`config.mk`:
```
export PLATFORM = sky130hd
export DESIGN_NAME = hadRegs
export DESIGN_NICKNAME = d
export VERILOG_FILES = /design/src/hadPkg.sv /design/src/hadRegBusIf.sv /design/src/hadCmdDecode.sv /design/src/hadBkptRegs.sv /design/src/hadStatusRegs.sv /design/src/hadRegs.sv
export VERILOG_INCLUDE_DIRS = /design/src
export SDC_FILE = /design/constraint.sdc
export NUM_CORES = 1
export LEC_CHECK = 0
export ABC_AREA = 1
export BUFFER_PORTS_ARGS = -buffer_cell sky130_fd_sc_hd__buf_2
export CAP_MARGIN = 5
export CELL_PAD_IN_SITES_DETAIL_PLACEMENT = 0
export CELL_PAD_IN_SITES_GLOBAL_PLACEMENT = 1
export CORE_AREA = 2 2 166 168
export DETAILED_ROUTE_END_ITERATION = 16
export DIE_AREA = 0 0 168 170
export PLACE_DENSITY_LB_ADDON = 0.3
export SLEW_MARGIN = 5
export SYNTH_ARGS = -nofsm -noshare
export SYNTH_HDL_FRONTEND = slang
export SYNTH_SLANG_ARGS = --single-unit
```
`constraint.sdc`:
```
create_clock -name A117 -period 8.3 [get_ports A117]
set_input_delay 1.66 -clock A117 [delete_from_list [all_inputs] [get_ports A117]]
set_output_delay 1.66 -clock A117 [all_outputs]
set_load 0.05 [all_outputs]
```
`src/had_cfg.svh`:
```
// Fixed constants of the debug register file: reset values, ID word, bit positions.
// Included by the decoder, the register blocks and the top level.
`ifndef HAD_CFG_SVH
`define HAD_CFG_SVH

// instruction register
`define HAD_IR_RST     8'h82
`define HAD_IR_GO_BIT  6
`define HAD_IR_EX_BIT  5

`define HAD_ID_VALUE   32'h1000_5B31

// HCR field positions
`define HAD_HCR_BA_LSB        0
`define HAD_HCR_BA_MSB        2
`define HAD_HCR_BB_LSB        6
`define HAD_HCR_BB_MSB        8
`define HAD_HCR_DBGREQ_BIT    13
`define HAD_HCR_IRFETCH_BIT   20
`define HAD_HCR_BKPT_BIT      21

// CSR and EHSR field positions
`define HAD_CSR_FDB_BIT       7
`define HAD_CSR_WBBREN_BIT    8
`define HAD_EHSR_DBG_BIT      1
`define HAD_EHSR_EVT_LSB      3
`define HAD_EHSR_EVT_MSB      7

`endif

```
`src/hadPkg.sv`:
```
// Shared types of the debug register file.
// Imported by every design unit that names one of these types.
package hadPkg;

  typedef logic [31:0] hadWord_t;
  typedef logic [30:0] hadPc_t;     // pc without bit 0.
  typedef logic [7:0]  hadIr_t;
  typedef logic [7:0]  hadMask_t;
  typedef logic [2:0]  hadCtrl_t;
  typedef logic [4:0]  hadStatus_t;

  // register index carried in the low five IR bits
  typedef enum logic [4:0]
  {
    ID   = 5'b00010,
    BABA = 5'b00111,
    BABB = 5'b01000,
    BAMA = 5'b01001,
    BAMB = 5'b01010,
    HCR  = 5'b01101,
    EHSR = 5'b01110,
    WBBR = 5'b10001,
    PC   = 5'b10011,
    EXEC = 5'b10100,
    CSR  = 5'b10101,
    ID2  = 5'b11111    // alias of ID.
  } hadIdx_e;

endpackage

```
`src/hadRegBusIf.sv`:
```
// Decoded command and write data, from the command decoder to the register blocks.
// The decoder is the master; the register blocks and the read mux are slaves.
`timescale 1ns/1ps

interface hadRegBusIf;
  import hadPkg::*;

  hadIdx_e  regIdx;
  logic     wrEn;
  hadWord_t wrData;
  logic     dbgOn;     // core debug-mode level.

  modport master
  (
    output regIdx, wrEn, wrData, dbgOn
  );

  modport slave
  (
    input regIdx, wrEn, wrData, dbgOn
  );

endinterface

```
`src/hadCmdDecode.sv`:
```
// Instruction register and command decode of the debug unit.
// Drives the register bus and injects instructions toward the fetch unit.
`timescale 1ns/1ps
`include "had_cfg.svh"

module hadCmdDecode
(
  input  logic             A117,
  input  logic             hadrst_b,
  input  logic             irReset,
  input  logic             irWrite,
  input  logic             drWrite,
  input  hadPkg::hadWord_t drData,
  input  logic             dbgOn,
  hadRegBusIf.master       bus,
  output logic             irVld,
  output hadPkg::hadWord_t ifuIr
);
  import hadPkg::*;

  hadIr_t  ir;
  hadIdx_e idx;
  logic    execCmd;

  // force reset beats a normal IR load.
  always_ff @(posedge A117 or negedge hadrst_b)
  begin
    if (!hadrst_b)
      ir <= `HAD_IR_RST;
    else if (irReset)
      ir <= `HAD_IR_RST;
    else if (irWrite)
      ir <= drData[7:0];
  end

  assign idx = hadIdx_e'(ir[4:0]);

  assign bus.regIdx = idx;
  assign bus.wrEn   = drWrite;
  assign bus.wrData = drData;
  assign bus.dbgOn  = dbgOn;

  // go set and ex clear.
  assign execCmd = ir[`HAD_IR_GO_BIT] && !ir[`HAD_IR_EX_BIT];

  // injection only while the core sits in debug mode.
  assign irVld = drWrite && (idx == EXEC) && execCmd && dbgOn;
  assign ifuIr = drData;

  // the host never resets and loads the IR in the same cycle.
  irExclusive: assert property (
    @(posedge A117) disable iff (!hadrst_b)
    !(irReset && irWrite)
  ) else $error("irReset and irWrite high together");

endmodule

```
`src/hadBkptRegs.sv`:
```
// Breakpoint address/mask pairs and the HCR control fields.
// Values go back to the top level for reads and out to the core breakpoint logic.
`timescale 1ns/1ps
`include "had_cfg.svh"

module hadBkptRegs
(
  input  logic             A117,
  input  logic             hadrst_b,
  hadRegBusIf.slave        bus,
  output hadPkg::hadWord_t babaRd,
  output hadPkg::hadWord_t babbRd,
  output hadPkg::hadMask_t bamaRd,
  output hadPkg::hadMask_t bambRd,
  output hadPkg::hadWord_t hcrRd,
  output hadPkg::hadCtrl_t baCtrl,
  output hadPkg::hadCtrl_t bbCtrl,
  output logic             bkptEn,
  output logic             irFetchEn,
  output logic             dbgReqEn
);
  import hadPkg::*;

  logic wrBaba;
  logic wrBabb;
  logic wrBama;
  logic wrBamb;
  logic wrHcr;

  assign wrBaba = bus.wrEn && (bus.regIdx == BABA);
  assign wrBabb = bus.wrEn && (bus.regIdx == BABB);
  assign wrBama = bus.wrEn && (bus.regIdx == BAMA);
  assign wrBamb = bus.wrEn && (bus.regIdx == BAMB);
  assign wrHcr  = bus.wrEn && (bus.regIdx == HCR);

  // addresses are payload.
  always_ff @(posedge A117)
  begin
    if (wrBaba)
      babaRd <= bus.wrData;
    if (wrBabb)
      babbRd <= bus.wrData;
  end

  always_ff @(posedge A117 or negedge hadrst_b)
  begin
    if (!hadrst_b)
    begin
      bamaRd    <= '0;
      bambRd    <= '0;
      baCtrl    <= '0;
      bbCtrl    <= '0;
      dbgReqEn  <= 1'b0;
      irFetchEn <= 1'b0;
      bkptEn    <= 1'b0;
    end
    else
    begin
      if (wrBama)
        bamaRd <= bus.wrData[7:0];
      if (wrBamb)
        bambRd <= bus.wrData[7:0];
      if (wrHcr)
      begin
        baCtrl    <= bus.wrData[`HAD_HCR_BA_MSB:`HAD_HCR_BA_LSB];
        bbCtrl    <= bus.wrData[`HAD_HCR_BB_MSB:`HAD_HCR_BB_LSB];
        dbgReqEn  <= bus.wrData[`HAD_HCR_DBGREQ_BIT];
        irFetchEn <= bus.wrData[`HAD_HCR_IRFETCH_BIT];
        bkptEn    <= bus.wrData[`HAD_HCR_BKPT_BIT];
      end
    end
  end

  always_comb
  begin
    hcrRd = '0;
    hcrRd[`HAD_HCR_BA_MSB:`HAD_HCR_BA_LSB] = baCtrl;
    hcrRd[`HAD_HCR_BB_MSB:`HAD_HCR_BB_LSB] = bbCtrl;
    hcrRd[`HAD_HCR_DBGREQ_BIT]  = dbgReqEn;
    hcrRd[`HAD_HCR_IRFETCH_BIT] = irFetchEn;
    hcrRd[`HAD_HCR_BKPT_BIT]    = bkptEn;
  end

  // masks only move on their own host write.
  bamaHold: assert property (
    @(posedge A117) disable iff (!hadrst_b)
    !wrBama |=> $stable(bamaRd)
  ) else $error("BAMA changed without a write");

  bambHold: assert property (
    @(posedge A117) disable iff (!hadrst_b)
    !wrBamb |=> $stable(bambRd)
  ) else $error("BAMB changed without a write");

endmodule

```
`src/hadStatusRegs.sv`:
```
// Sticky event status, debug-mode tracking, CSR, write-back buffer and debug PC.
// Sits on the register bus next to the breakpoint block.
`timescale 1ns/1ps
`include "had_cfg.svh"

module hadStatusRegs
(
  input  logic               A117,
  input  logic               hadrst_b,
  hadRegBusIf.slave          bus,
  input  hadPkg::hadStatus_t statusSet,
  input  logic               exitPulse,
  input  logic               dbgAck,
  input  hadPkg::hadWord_t   retirePc,
  input  hadPkg::hadWord_t   coreData,
  input  logic               coreDataVld,
  output hadPkg::hadWord_t   ehsrRd,
  output hadPkg::hadWord_t   wbbrRd,
  output hadPkg::hadPc_t     pcRd,
  output hadPkg::hadWord_t   csrRd,
  output logic               dbgModeReq,
  output logic               wbbrVld,
  output logic               fdb
);
  import hadPkg::*;

  hadStatus_t ehsrEvt;
  logic       dbgTrack;
  logic       wbbrEn;
  logic       wrCsr;
  logic       wrWbbr;
  logic       wrPc;

  assign wrCsr  = bus.wrEn && (bus.regIdx == CSR);
  assign wrWbbr = bus.wrEn && (bus.regIdx == WBBR);
  assign wrPc   = bus.wrEn && (bus.regIdx == PC) && bus.dbgOn;

  always_ff @(posedge A117 or negedge hadrst_b)
  begin
    if (!hadrst_b)
    begin
      ehsrEvt  <= '0;
      dbgTrack <= 1'b0;
      wbbrEn   <= 1'b0;
      fdb      <= 1'b0;
    end
    else
    begin
      // a new event survives the exit clear.
      if (exitPulse)
        ehsrEvt <= statusSet;
      else
        ehsrEvt <= ehsrEvt | statusSet;
      if (exitPulse)
        dbgTrack <= 1'b0;
      else if (bus.dbgOn)
        dbgTrack <= 1'b1;
      if (wrCsr)
      begin
        wbbrEn <= bus.wrData[`HAD_CSR_WBBREN_BIT];
        fdb    <= bus.wrData[`HAD_CSR_FDB_BIT];
      end
    end
  end

  // host write beats the core data.
  always_ff @(posedge A117)
  begin
    if (wrWbbr)
      wbbrRd <= bus.wrData;
    else if (coreDataVld)
      wbbrRd <= coreData;
  end

  always_ff @(posedge A117)
  begin
    if (dbgAck)
      pcRd <= retirePc[31:1];
    else if (wrPc)
      pcRd <= bus.wrData[31:1];
  end

  always_comb
  begin
    ehsrRd = '0;
    ehsrRd[`HAD_EHSR_DBG_BIT] = dbgTrack;
    ehsrRd[`HAD_EHSR_EVT_MSB:`HAD_EHSR_EVT_LSB] = ehsrEvt;
    csrRd = '0;
    csrRd[`HAD_CSR_WBBREN_BIT] = wbbrEn;
    csrRd[`HAD_CSR_FDB_BIT]    = fdb;
  end

  // request re-entry once the core has left debug mode.
  assign dbgModeReq = dbgTrack && !bus.dbgOn;
  assign wbbrVld    = wbbrEn && bus.dbgOn;

  noReqInDbg: assert property (
    @(posedge A117) disable iff (!hadrst_b)
    bus.dbgOn |-> !dbgModeReq
  ) else $error("debug-mode request while already in debug mode");

endmodule

```
`src/hadRegs.sv`:
```
// Top level of the debug register file: decoder, register blocks and read mux.
// The host writes via irWrite/drWrite and reads rdData combinationally.
`timescale 1ns/1ps
`include "had_cfg.svh"

module hadRegs
(
  input  logic               A117,
  input  logic               hadrst_b,
  input  logic               irReset,
  input  logic               irWrite,
  input  logic               drWrite,
  input  hadPkg::hadWord_t   drData,
  input  logic               dbgOn,
  input  hadPkg::hadStatus_t statusSet,
  input  logic               exitPulse,
  input  logic               dbgAck,
  input  hadPkg::hadWord_t   retirePc,
  input  hadPkg::hadWord_t   coreData,
  input  logic               coreDataVld,
  output logic               irVld,
  output hadPkg::hadWord_t   ifuIr,
  output hadPkg::hadWord_t   babaRd,
  output hadPkg::hadWord_t   babbRd,
  output hadPkg::hadMask_t   bamaRd,
  output hadPkg::hadMask_t   bambRd,
  output hadPkg::hadWord_t   hcrRd,
  output hadPkg::hadCtrl_t   baCtrl,
  output hadPkg::hadCtrl_t   bbCtrl,
  output logic               bkptEn,
  output logic               irFetchEn,
  output logic               dbgReqEn,
  output hadPkg::hadWord_t   ehsrRd,
  output hadPkg::hadWord_t   wbbrRd,
  output hadPkg::hadPc_t     pcRd,
  output hadPkg::hadWord_t   csrRd,
  output logic               dbgModeReq,
  output logic               wbbrVld,
  output logic               fdb,
  output hadPkg::hadWord_t   rdData
);
  import hadPkg::*;

  hadRegBusIf bus ();

  hadCmdDecode uDecode (.A117, .hadrst_b, .irReset, .irWrite, .drWrite, .drData,
                        .dbgOn, .bus(bus.master), .irVld, .ifuIr);

  hadBkptRegs uBkpt (.A117, .hadrst_b, .bus(bus.slave), .babaRd, .babbRd, .bamaRd,
                     .bambRd, .hcrRd, .baCtrl, .bbCtrl, .bkptEn, .irFetchEn, .dbgReqEn);

  hadStatusRegs uStatus (.A117, .hadrst_b, .bus(bus.slave), .statusSet, .exitPulse,
                         .dbgAck, .retirePc, .coreData, .coreDataVld, .ehsrRd, .wbbrRd,
                         .pcRd, .csrRd, .dbgModeReq, .wbbrVld, .fdb);

  // read mux, unmapped and EXEC read zero.
  always_comb
  begin
    case (bus.regIdx)
      ID, ID2: rdData = `HAD_ID_VALUE;
      BABA:    rdData = babaRd;
      BABB:    rdData = babbRd;
      BAMA:    rdData = {24'b0, bamaRd};
      BAMB:    rdData = {24'b0, bambRd};
      HCR:     rdData = hcrRd;
      EHSR:    rdData = ehsrRd;
      WBBR:    rdData = wbbrRd;
      PC:      rdData = {pcRd, 1'b0};
      CSR:     rdData = csrRd;
      default: rdData = '0;
    endcase
  end

endmodule

```
==> qor.csv, run 1 <==
stage;metric;value;unit
clock_tree;clk_pin_slew;0.06;ns
routing;drt-initial-drc-count;423;
routing;drc_errors;0;
sta;rsz0062_at_grt;no;
yosys;netlist_area;8500;um^2
routing;vias;6930;
placement;place_hpwl;20800;um
sta;hold_viol_final;0;
sta;finalSetupViolations;0;
worst_hold_path;hp-class;flop to flop;
yosys;yosys_register_bits;167;
global_routing;grt_overflow_total;0;
power;peakVddDrop;0.0901;mV
finish;num-fill-cells;2804;
die;fp.dieArea;28600;um^2
yosys;syn_inst;885;
run_status;status;completed;
routing;antenna_left;0;
yosys;synth.distinct_cells;32;
routing;drt-total-wl;29000;um
yosys;yosysSeqAreaShare;0.567;
power;powerDensity;218;nW/um^2
sta;period_needed;4.66;ns
finish;syn_to_final_growth;23.6;%
finish;drive_gt1_frac;0.370;
worst_setup_path;worstPathArrival;3.00;ns
finish;final_common_cell;buf_2;
clock_tree;h-tree-depth;4;
die;dieHeight;170;um
worst_setup_path;cp-end-kind;primary output;
placement;port_buffers;345;
yosys;yosysWarnings;0;
die;start_util;0.319;
routing;routedWlPerCell;18.9;um
sta;slew_viol_final;0;
sta;tns;0;ns
clock_tree;hold_buffers;0;
placement;place.gp.congestion;0.845;
finish;final_nets;1288;
routing;vias_per_cell;4.52;
sta;maxClockFrequency;214;MHz
die;boundaryPins;426;
clock_tree;cts_resized;0;
die;fp.coreArea;26700;um^2
die;die_x;168;um
sta;fin_crit_sh;0.562;
global_routing;grt_pass1_vias;6790;
worst_setup_path;cp-start-kind;primary input;
worst_setup_path;path_class;primary input to primary output;
clock_tree;cts_setup_buffers;0;
job;drv_cap;0;
finish;multiInputGateArea;2620;um^2
clock_tree;cts_buffers;17;
die;rows;60;
placement;dpl_cell_area;9880;um^2
clock_tree;cts-root-buf;clkbuf_16;
worst_hold_path;min_path_cells;2;
finish;fin_area;10500;um^2
global_routing;grt_max_degree;66;
global_routing;antenna_found_initial;4;
clock_tree;clockBufferDepth;2;
clock_tree;cts_num_sinks;167;
clock_tree;clock_latency;0.44;ns
worst_setup_path;worst-endpoint-required;6.64;ns
finish;layout_common_cells;345 x buf_2, 282 x nand2_1, 127 x edfxtp_1;
clock_tree;cts_tree;built;
routing;dr.pass1.iters;4;
worst_setup_path;reg2reg_depth;4;
yosys;postSynthAreaPerCell;9.60;um^2
global_routing;grt_usage;0.200;
finish;ff_latch_area;4820;um^2
sta;skew;0.0180;ns
worst_setup_path;worstPathMaxFanout;7;
sta;max_slew.worst_pin.slew;1.11;ns
sta;maxSlewHeadroom;0.255;
power;p_leak;5.17;nW
global_routing;grt_pass1_wl;41800;um
==> through the flow <==
| step | power (mW) | hold slack [ns] | cells | util | setup slack, ns |
|---|---|---|---|---|---|
| final | 2.29 | 0.510 | 1534 | 0.394 | 3.64 |
| after global routing | 2.38 | 0.540 | 1534 | 0.394 | 3.60 |
| after CTS | 2.31 | 0.515 | 1532 | 0.394 | 3.72 |
| after detailed placement | 1.47 | 0.501 | 1500 | 0.371 | 3.72 |
| after global placement | 1.47 | 0.489 | 1500 | 0.371 | 3.71 |
| after floorplan | 1.38 | 0.454 | 963 | - | 3.16 |
==> area by class of cell <==
| class | instances | area share |
|---|---|---|
| Antenna cell | 2 | 0.000476 |
| Clock buffer | 21 | 0.0469 |
| Multi-Input combinational cell | 573 | 0.249 |
| Sequential cell | 167 | 0.458 |
| Clock inverter | 11 | 0.0122 |
| Tap cell | 341 | 0.0406 |
| Timing Repair Buffer | 348 | 0.167 |
| Inverter | 71 | 0.0257 |
==> final timing paths <==
path                                    start                 to  slack, ns
worst max register to register  uDecode.ir[4]  uStatus.wbbrRd[1]       4.38
max in group asynchronous            hadrst_b     uBkpt.dbgReqEn       6.31
worst min register to register  uDecode.ir[6]      uDecode.ir[6]       0.51
worst max-delay path                  drWrite              irVld       3.64
worst min-delay path            uDecode.ir[6]      uDecode.ir[6]       0.51
min in group asynchronous            hadrst_b    uBkpt.bamaRd[5]       1.37
==> sequential cells by signal, summed over array words and instances, names as in the netlist, 5 cells and up <==
name and cells:
uBkpt.babbRd 32, uBkpt.bambRd 8, uBkpt.bamaRd 8, uBkpt.babaRd 32, uStatus.ehsrEvt 5, uDecode.ir 7
uStatus.wbbrRd 32, uStatus.pcRd 31
==> report_power, final <==
| group | switching [mW] | internal (mW) | leakage, nW | total (mW) |
|---|---|---|---|---|
| logic | 0.394 | 0.0848 | 3.15 | 0.479 |
| registers | 0.0300 | 0.945 | 1.72 | 0.975 |
| clock network | 0.368 | 0.471 | 0.307 | 0.839 |
| total | 0.792 | 1.50 | 5.17 | 2.29 |
==> cells in the mapped netlist (all sizes together) <==
cell	count	area, um^2
o21ai	91	568
clkinv	1	5.00
o22ai	5	31.3
inv	70	265
nor2	49	231
buf	142	1080
dfstp	1	26.3
o21bai	5	37.5
clkbuf	10	38.8
a22oi	1	7.51
edfxtp	127	3810
conb	1	3.75
a31o	1	8.76
dfrtp	39	976
nand2	292	1130
nor3b	1	7.51
nand4	16	100
nand3	26	135
a21oi	6	30.0
nor4	1	6.26
==> logic make-up (layout without fill, tap and decap cells) <==
| group | after synthesis | after routing | share of synthesized area |
|---|---|---|---|
| compound gates | 109 | 109 | 0.0804 |
| buf+inv | 223 | 451 | 0.163 |
| flops | 167 | 167 | 0.567 |
| other cells | 1 | 81 | 0.000441 |
| simple gates | 385 | 385 | 0.189 |
==> critical path: stages <==
cell,delay (ns)
buf_2,0.25
inv_1,0.18
nor4_1,0.55
buf_2,0.37
==> metal layers <==
metal | GRT usage | part of all wire | up-vias
met5 | 0 | 0.00083 | -
met4 | 0.0552 | 0.015 | 4
met3 | 0.0649 | 0.079 | 28
met2 | 0.350 | 0.51 | 308
met1 | 0.237 | 0.40 | 3313
li1 | - | - | 3277
No activity file was read; power rests on OpenSTA's default activity.
==> run 2: changes to the inputs <==
ABC_AREA = 0   (was 1)
CORE_AREA = 2 2 167 169   (was 2 2 166 168)
DIE_AREA = 0 0 169 171   (was 0 0 168 170)
clock period = 4.6 ns   (was 8.3 ns; I/O delays follow)
==> qor.csv, run 2 <==
stage;metric;value;unit;change
run_status;status;completed;;
global_routing;grt_usage;0.187;;-0.0132
die;fp.coreArea;27300;um^2;+2.5%
sta;maxClockFrequency;262;MHz;
routing;vias_per_cell;4.68;;+3.6%
routing;antenna_left;0;;unchanged
worst_setup_path;worstPathArrival;2.90;ns;-0.10 ns
routing;drt-initial-drc-count;281;;-34%
die;boundaryPins;426;;unchanged
clock_tree;clk_pin_slew;0.08;ns;+0.02 ns
worst_hold_path;hp-class;flop to flop;;
yosys;yosys_register_bits;167;;unchanged
global_routing;antenna_found_initial;0;;-4
clock_tree;cts-root-buf;clkbuf_16;;
global_routing;grt_pass1_vias;5831;;-14%
finish;final_nets;1009;;-22%
yosys;ys.flop_type;edfxtp_1;;
sta;maxSlewHeadroom;0.268;;+0.0133
yosys;async_reset_ff_frac;0.240;;unchanged
sta;slew_viol_final;0;;unchanged
power;peakVddDrop;0.162;mV;+79%
clock_tree;cts_tree;built;;
die;fp.dieArea;28900;um^2;+1.2%
yosys;yosysSeqAreaShare;0.579;;+0.0126
sta;finalSetupViolations;0;;unchanged
clock_tree;clockBufferDepth;2;;unchanged
worst_setup_path;cp-end-kind;primary output;;
clock_tree;cts_num_sinks;167;;unchanged
worst_setup_path;cp-start-kind;flop;;
sta;period_needed;3.82;ns;
yosys;yosys-top-cells-area;edfxtp_1 46%, dfrtp_1 12%, buf_4 12%, mux2_2 8.3%, mux2_4 5.2%;;
sta;rsz0062_at_grt;no;;
yosys;syn_inst;598;;-32%
routing;routedWlPerCell;22.1;um;+17%
die;dieHeight;171;um;+0.59%
sta;hold_ws;0.506;ns;-0.00415 ns
clock_tree;cts_setup_buffers;0;;unchanged
yosys;synth_top_area_cell;edfxtp_1;;
die;die_x;169;um;+0.60%
yosys;postSynthAreaPerCell;13.9;um^2;+45%
clock_tree;clock_latency;0.43;ns;about the same
worst_setup_path;reg2reg_depth;5;;+1
yosys;synth_edf_count;127;;unchanged
yosys;synth_top_area_share;0.459;;+0.0100
finish;drive_gt1_frac;0.543;;+0.172
worst_setup_path;worst-endpoint-required;3.68;ns;-2.96 ns
finish;reg_top3;uBkpt.babaRd (32), uBkpt.babbRd (32), uStatus.wbbrRd (32);;
routing;dr.pass1.iters;5;;+1
finish;multiInputGateArea;2700;um^2;+3.2%
worst_setup_path;path_class;flop to primary output;;
sta;skew;0.0159;ns;-0.00209 ns
worst_setup_path;slowest_delay;0.92;ns;+0.37 ns
global_routing;grt_max_degree;41;;-38%
die;rows;61;;+1.7%
placement;place_hpwl;19800;um;-4.5%
routing;drc_errors;0;;unchanged
routing;vias;5885;;-15%
worst_setup_path;slowest_stage;dfstp_2;;
clock_tree;h-tree-depth;4;;unchanged
finish;num-fill-cells;2687;;-4.2%
worst_setup_path;cp_cell_sequence;nand2b_1 > nor2_4 > buf_4 > a222oi_1 > nand3_1 > buf_2;;
finish;syn_to_final_growth;25.0;%;
placement;port_buffers;345;;unchanged
worst_hold_path;min_path_cells;1;;-1
yosys;yosysMostFrequentCell;buf_4;;
yosys;synth_common_cells;129 x buf_4, 127 x edfxtp_1, 61 x mux2_2;;
finish;num_antenna_cells;0;;-2
finish;final_common_cell;buf_2;;
job;drv_cap;0;;unchanged
worst_setup_path;worstPathMaxFanout;19;;+12
clock_tree;cts_resized;0;;unchanged
yosys;yosysWarnings;0;;unchanged
finish;ff_latch_area;4820;um^2;unchanged
sta;tns;0;ns;unchanged
sta;max_slew.worst_pin.slew;1.10;ns;-0.0173 ns
global_routing;grt_pass1_wl;38800;um;-7.2%
sta;fin_crit_sh;0.829;;
clock_tree;cts_buffers;17;;unchanged
power;powerDensity;400;nW/um^2;+83%
routing;drt-total-wl;27800;um;-4.2%
sta;hold_viol_final;0;;unchanged
power;p_leak;4.86;nW;-6.2%
clock_tree;hold_buffers;0;;unchanged
yosys;netlist_area;8310;um^2;-2.2%
global_routing;grt_overflow_total;0;;unchanged
placement;place.gp.congestion;0.753;;-11%
finish;layout_common_cells;345 x buf_2, 127 x edfxtp_1, 79 x conb_1;;
die;start_util;0.304;;-0.0146
yosys;synth.distinct_cells;48;;+50%
## run 2: final cells by class
class                      instances  area share
clock buffer                      17      0.0409
clock inverter                    15      0.0170
inverter                           3     0.00108
multi-input combinational        353       0.260
sequential                       167       0.464
tap                              346      0.0417
timing repair buffer             357       0.176
## run 2: cells by family (layout without fill, tap and decap cells)
kind of cell           after synthesis  in the layout  synth area share
flip-flops                         167            167             0.579
AND/OR/NAND/NOR                     87             87            0.0581
buffers and inverters              156            392             0.134
multiplexers                       108            108             0.157
AO/OA/AOI/OAI                       79             79            0.0715
other                                1             79          0.000451
## run 2: report_power, final
group	switching [mW]	total [mW]	internal, mW
Sequential	0.0633	1.77	1.71
Combinational	0.699	0.899	0.200
Clock	0.702	1.48	0.781
Total	1.46	4.15	2.69
## run 2: metrics by stage
step | worst slack [ns] | instances | instance area, um^2 | total power, mW | util
floorplan | 1.06 | 676 | 8610 | 2.54 | -
global placement | 1.14 | 1226 | 9790 | 2.71 | 0.358
detailed placement | 1.13 | 1226 | 9790 | 2.71 | 0.358
CTS | 0.637 | 1258 | 10400 | 4.20 | 0.380
global route | 0.565 | 1258 | 10400 | 4.30 | 0.380
finish | 0.785 | 1258 | 10400 | 4.15 | 0.380
## run 2: critical path, delay by kind of cell (launching register included)
family / cells / cell delay, ns
buffers and inverters: 2 / 0.51
AO/OA/AOI/OAI: 1 / 0.34
flip-flops: 1 / 0.92
AND/OR/NAND/NOR: 3 / 0.68
## run 2: per-layer routing
layer / vias to the layer above / wire length (um) / part of all wire / track usage
met2: 305 / 14200 / 0.51 / 0.333
met4: 0 / 389 / 0.014 / 0.0509
met1: 2940 / 11200 / 0.40 / 0.225
met3: 21 / 2010 / 0.072 / 0.0490
li1: 2619 / - / - / -
met5: - / 0 / 0 / 0
## run 2: path summary, 6_finish.rpt
kind                                    start            endpoint  slack, ns
max                             uDecode.ir[1]          rdData[28]       0.78
min                        uStatus.ehsrEvt[4]  uStatus.ehsrEvt[4]       0.51
max reg2reg                     uDecode.ir[2]   uStatus.wbbrRd[5]       1.48
min reg2reg                uStatus.ehsrEvt[4]  uStatus.ehsrEvt[4]       0.51
max in group asynchronous            hadrst_b      uBkpt.dbgReqEn       3.32
min in group asynchronous            hadrst_b     uBkpt.bambRd[5]       0.65
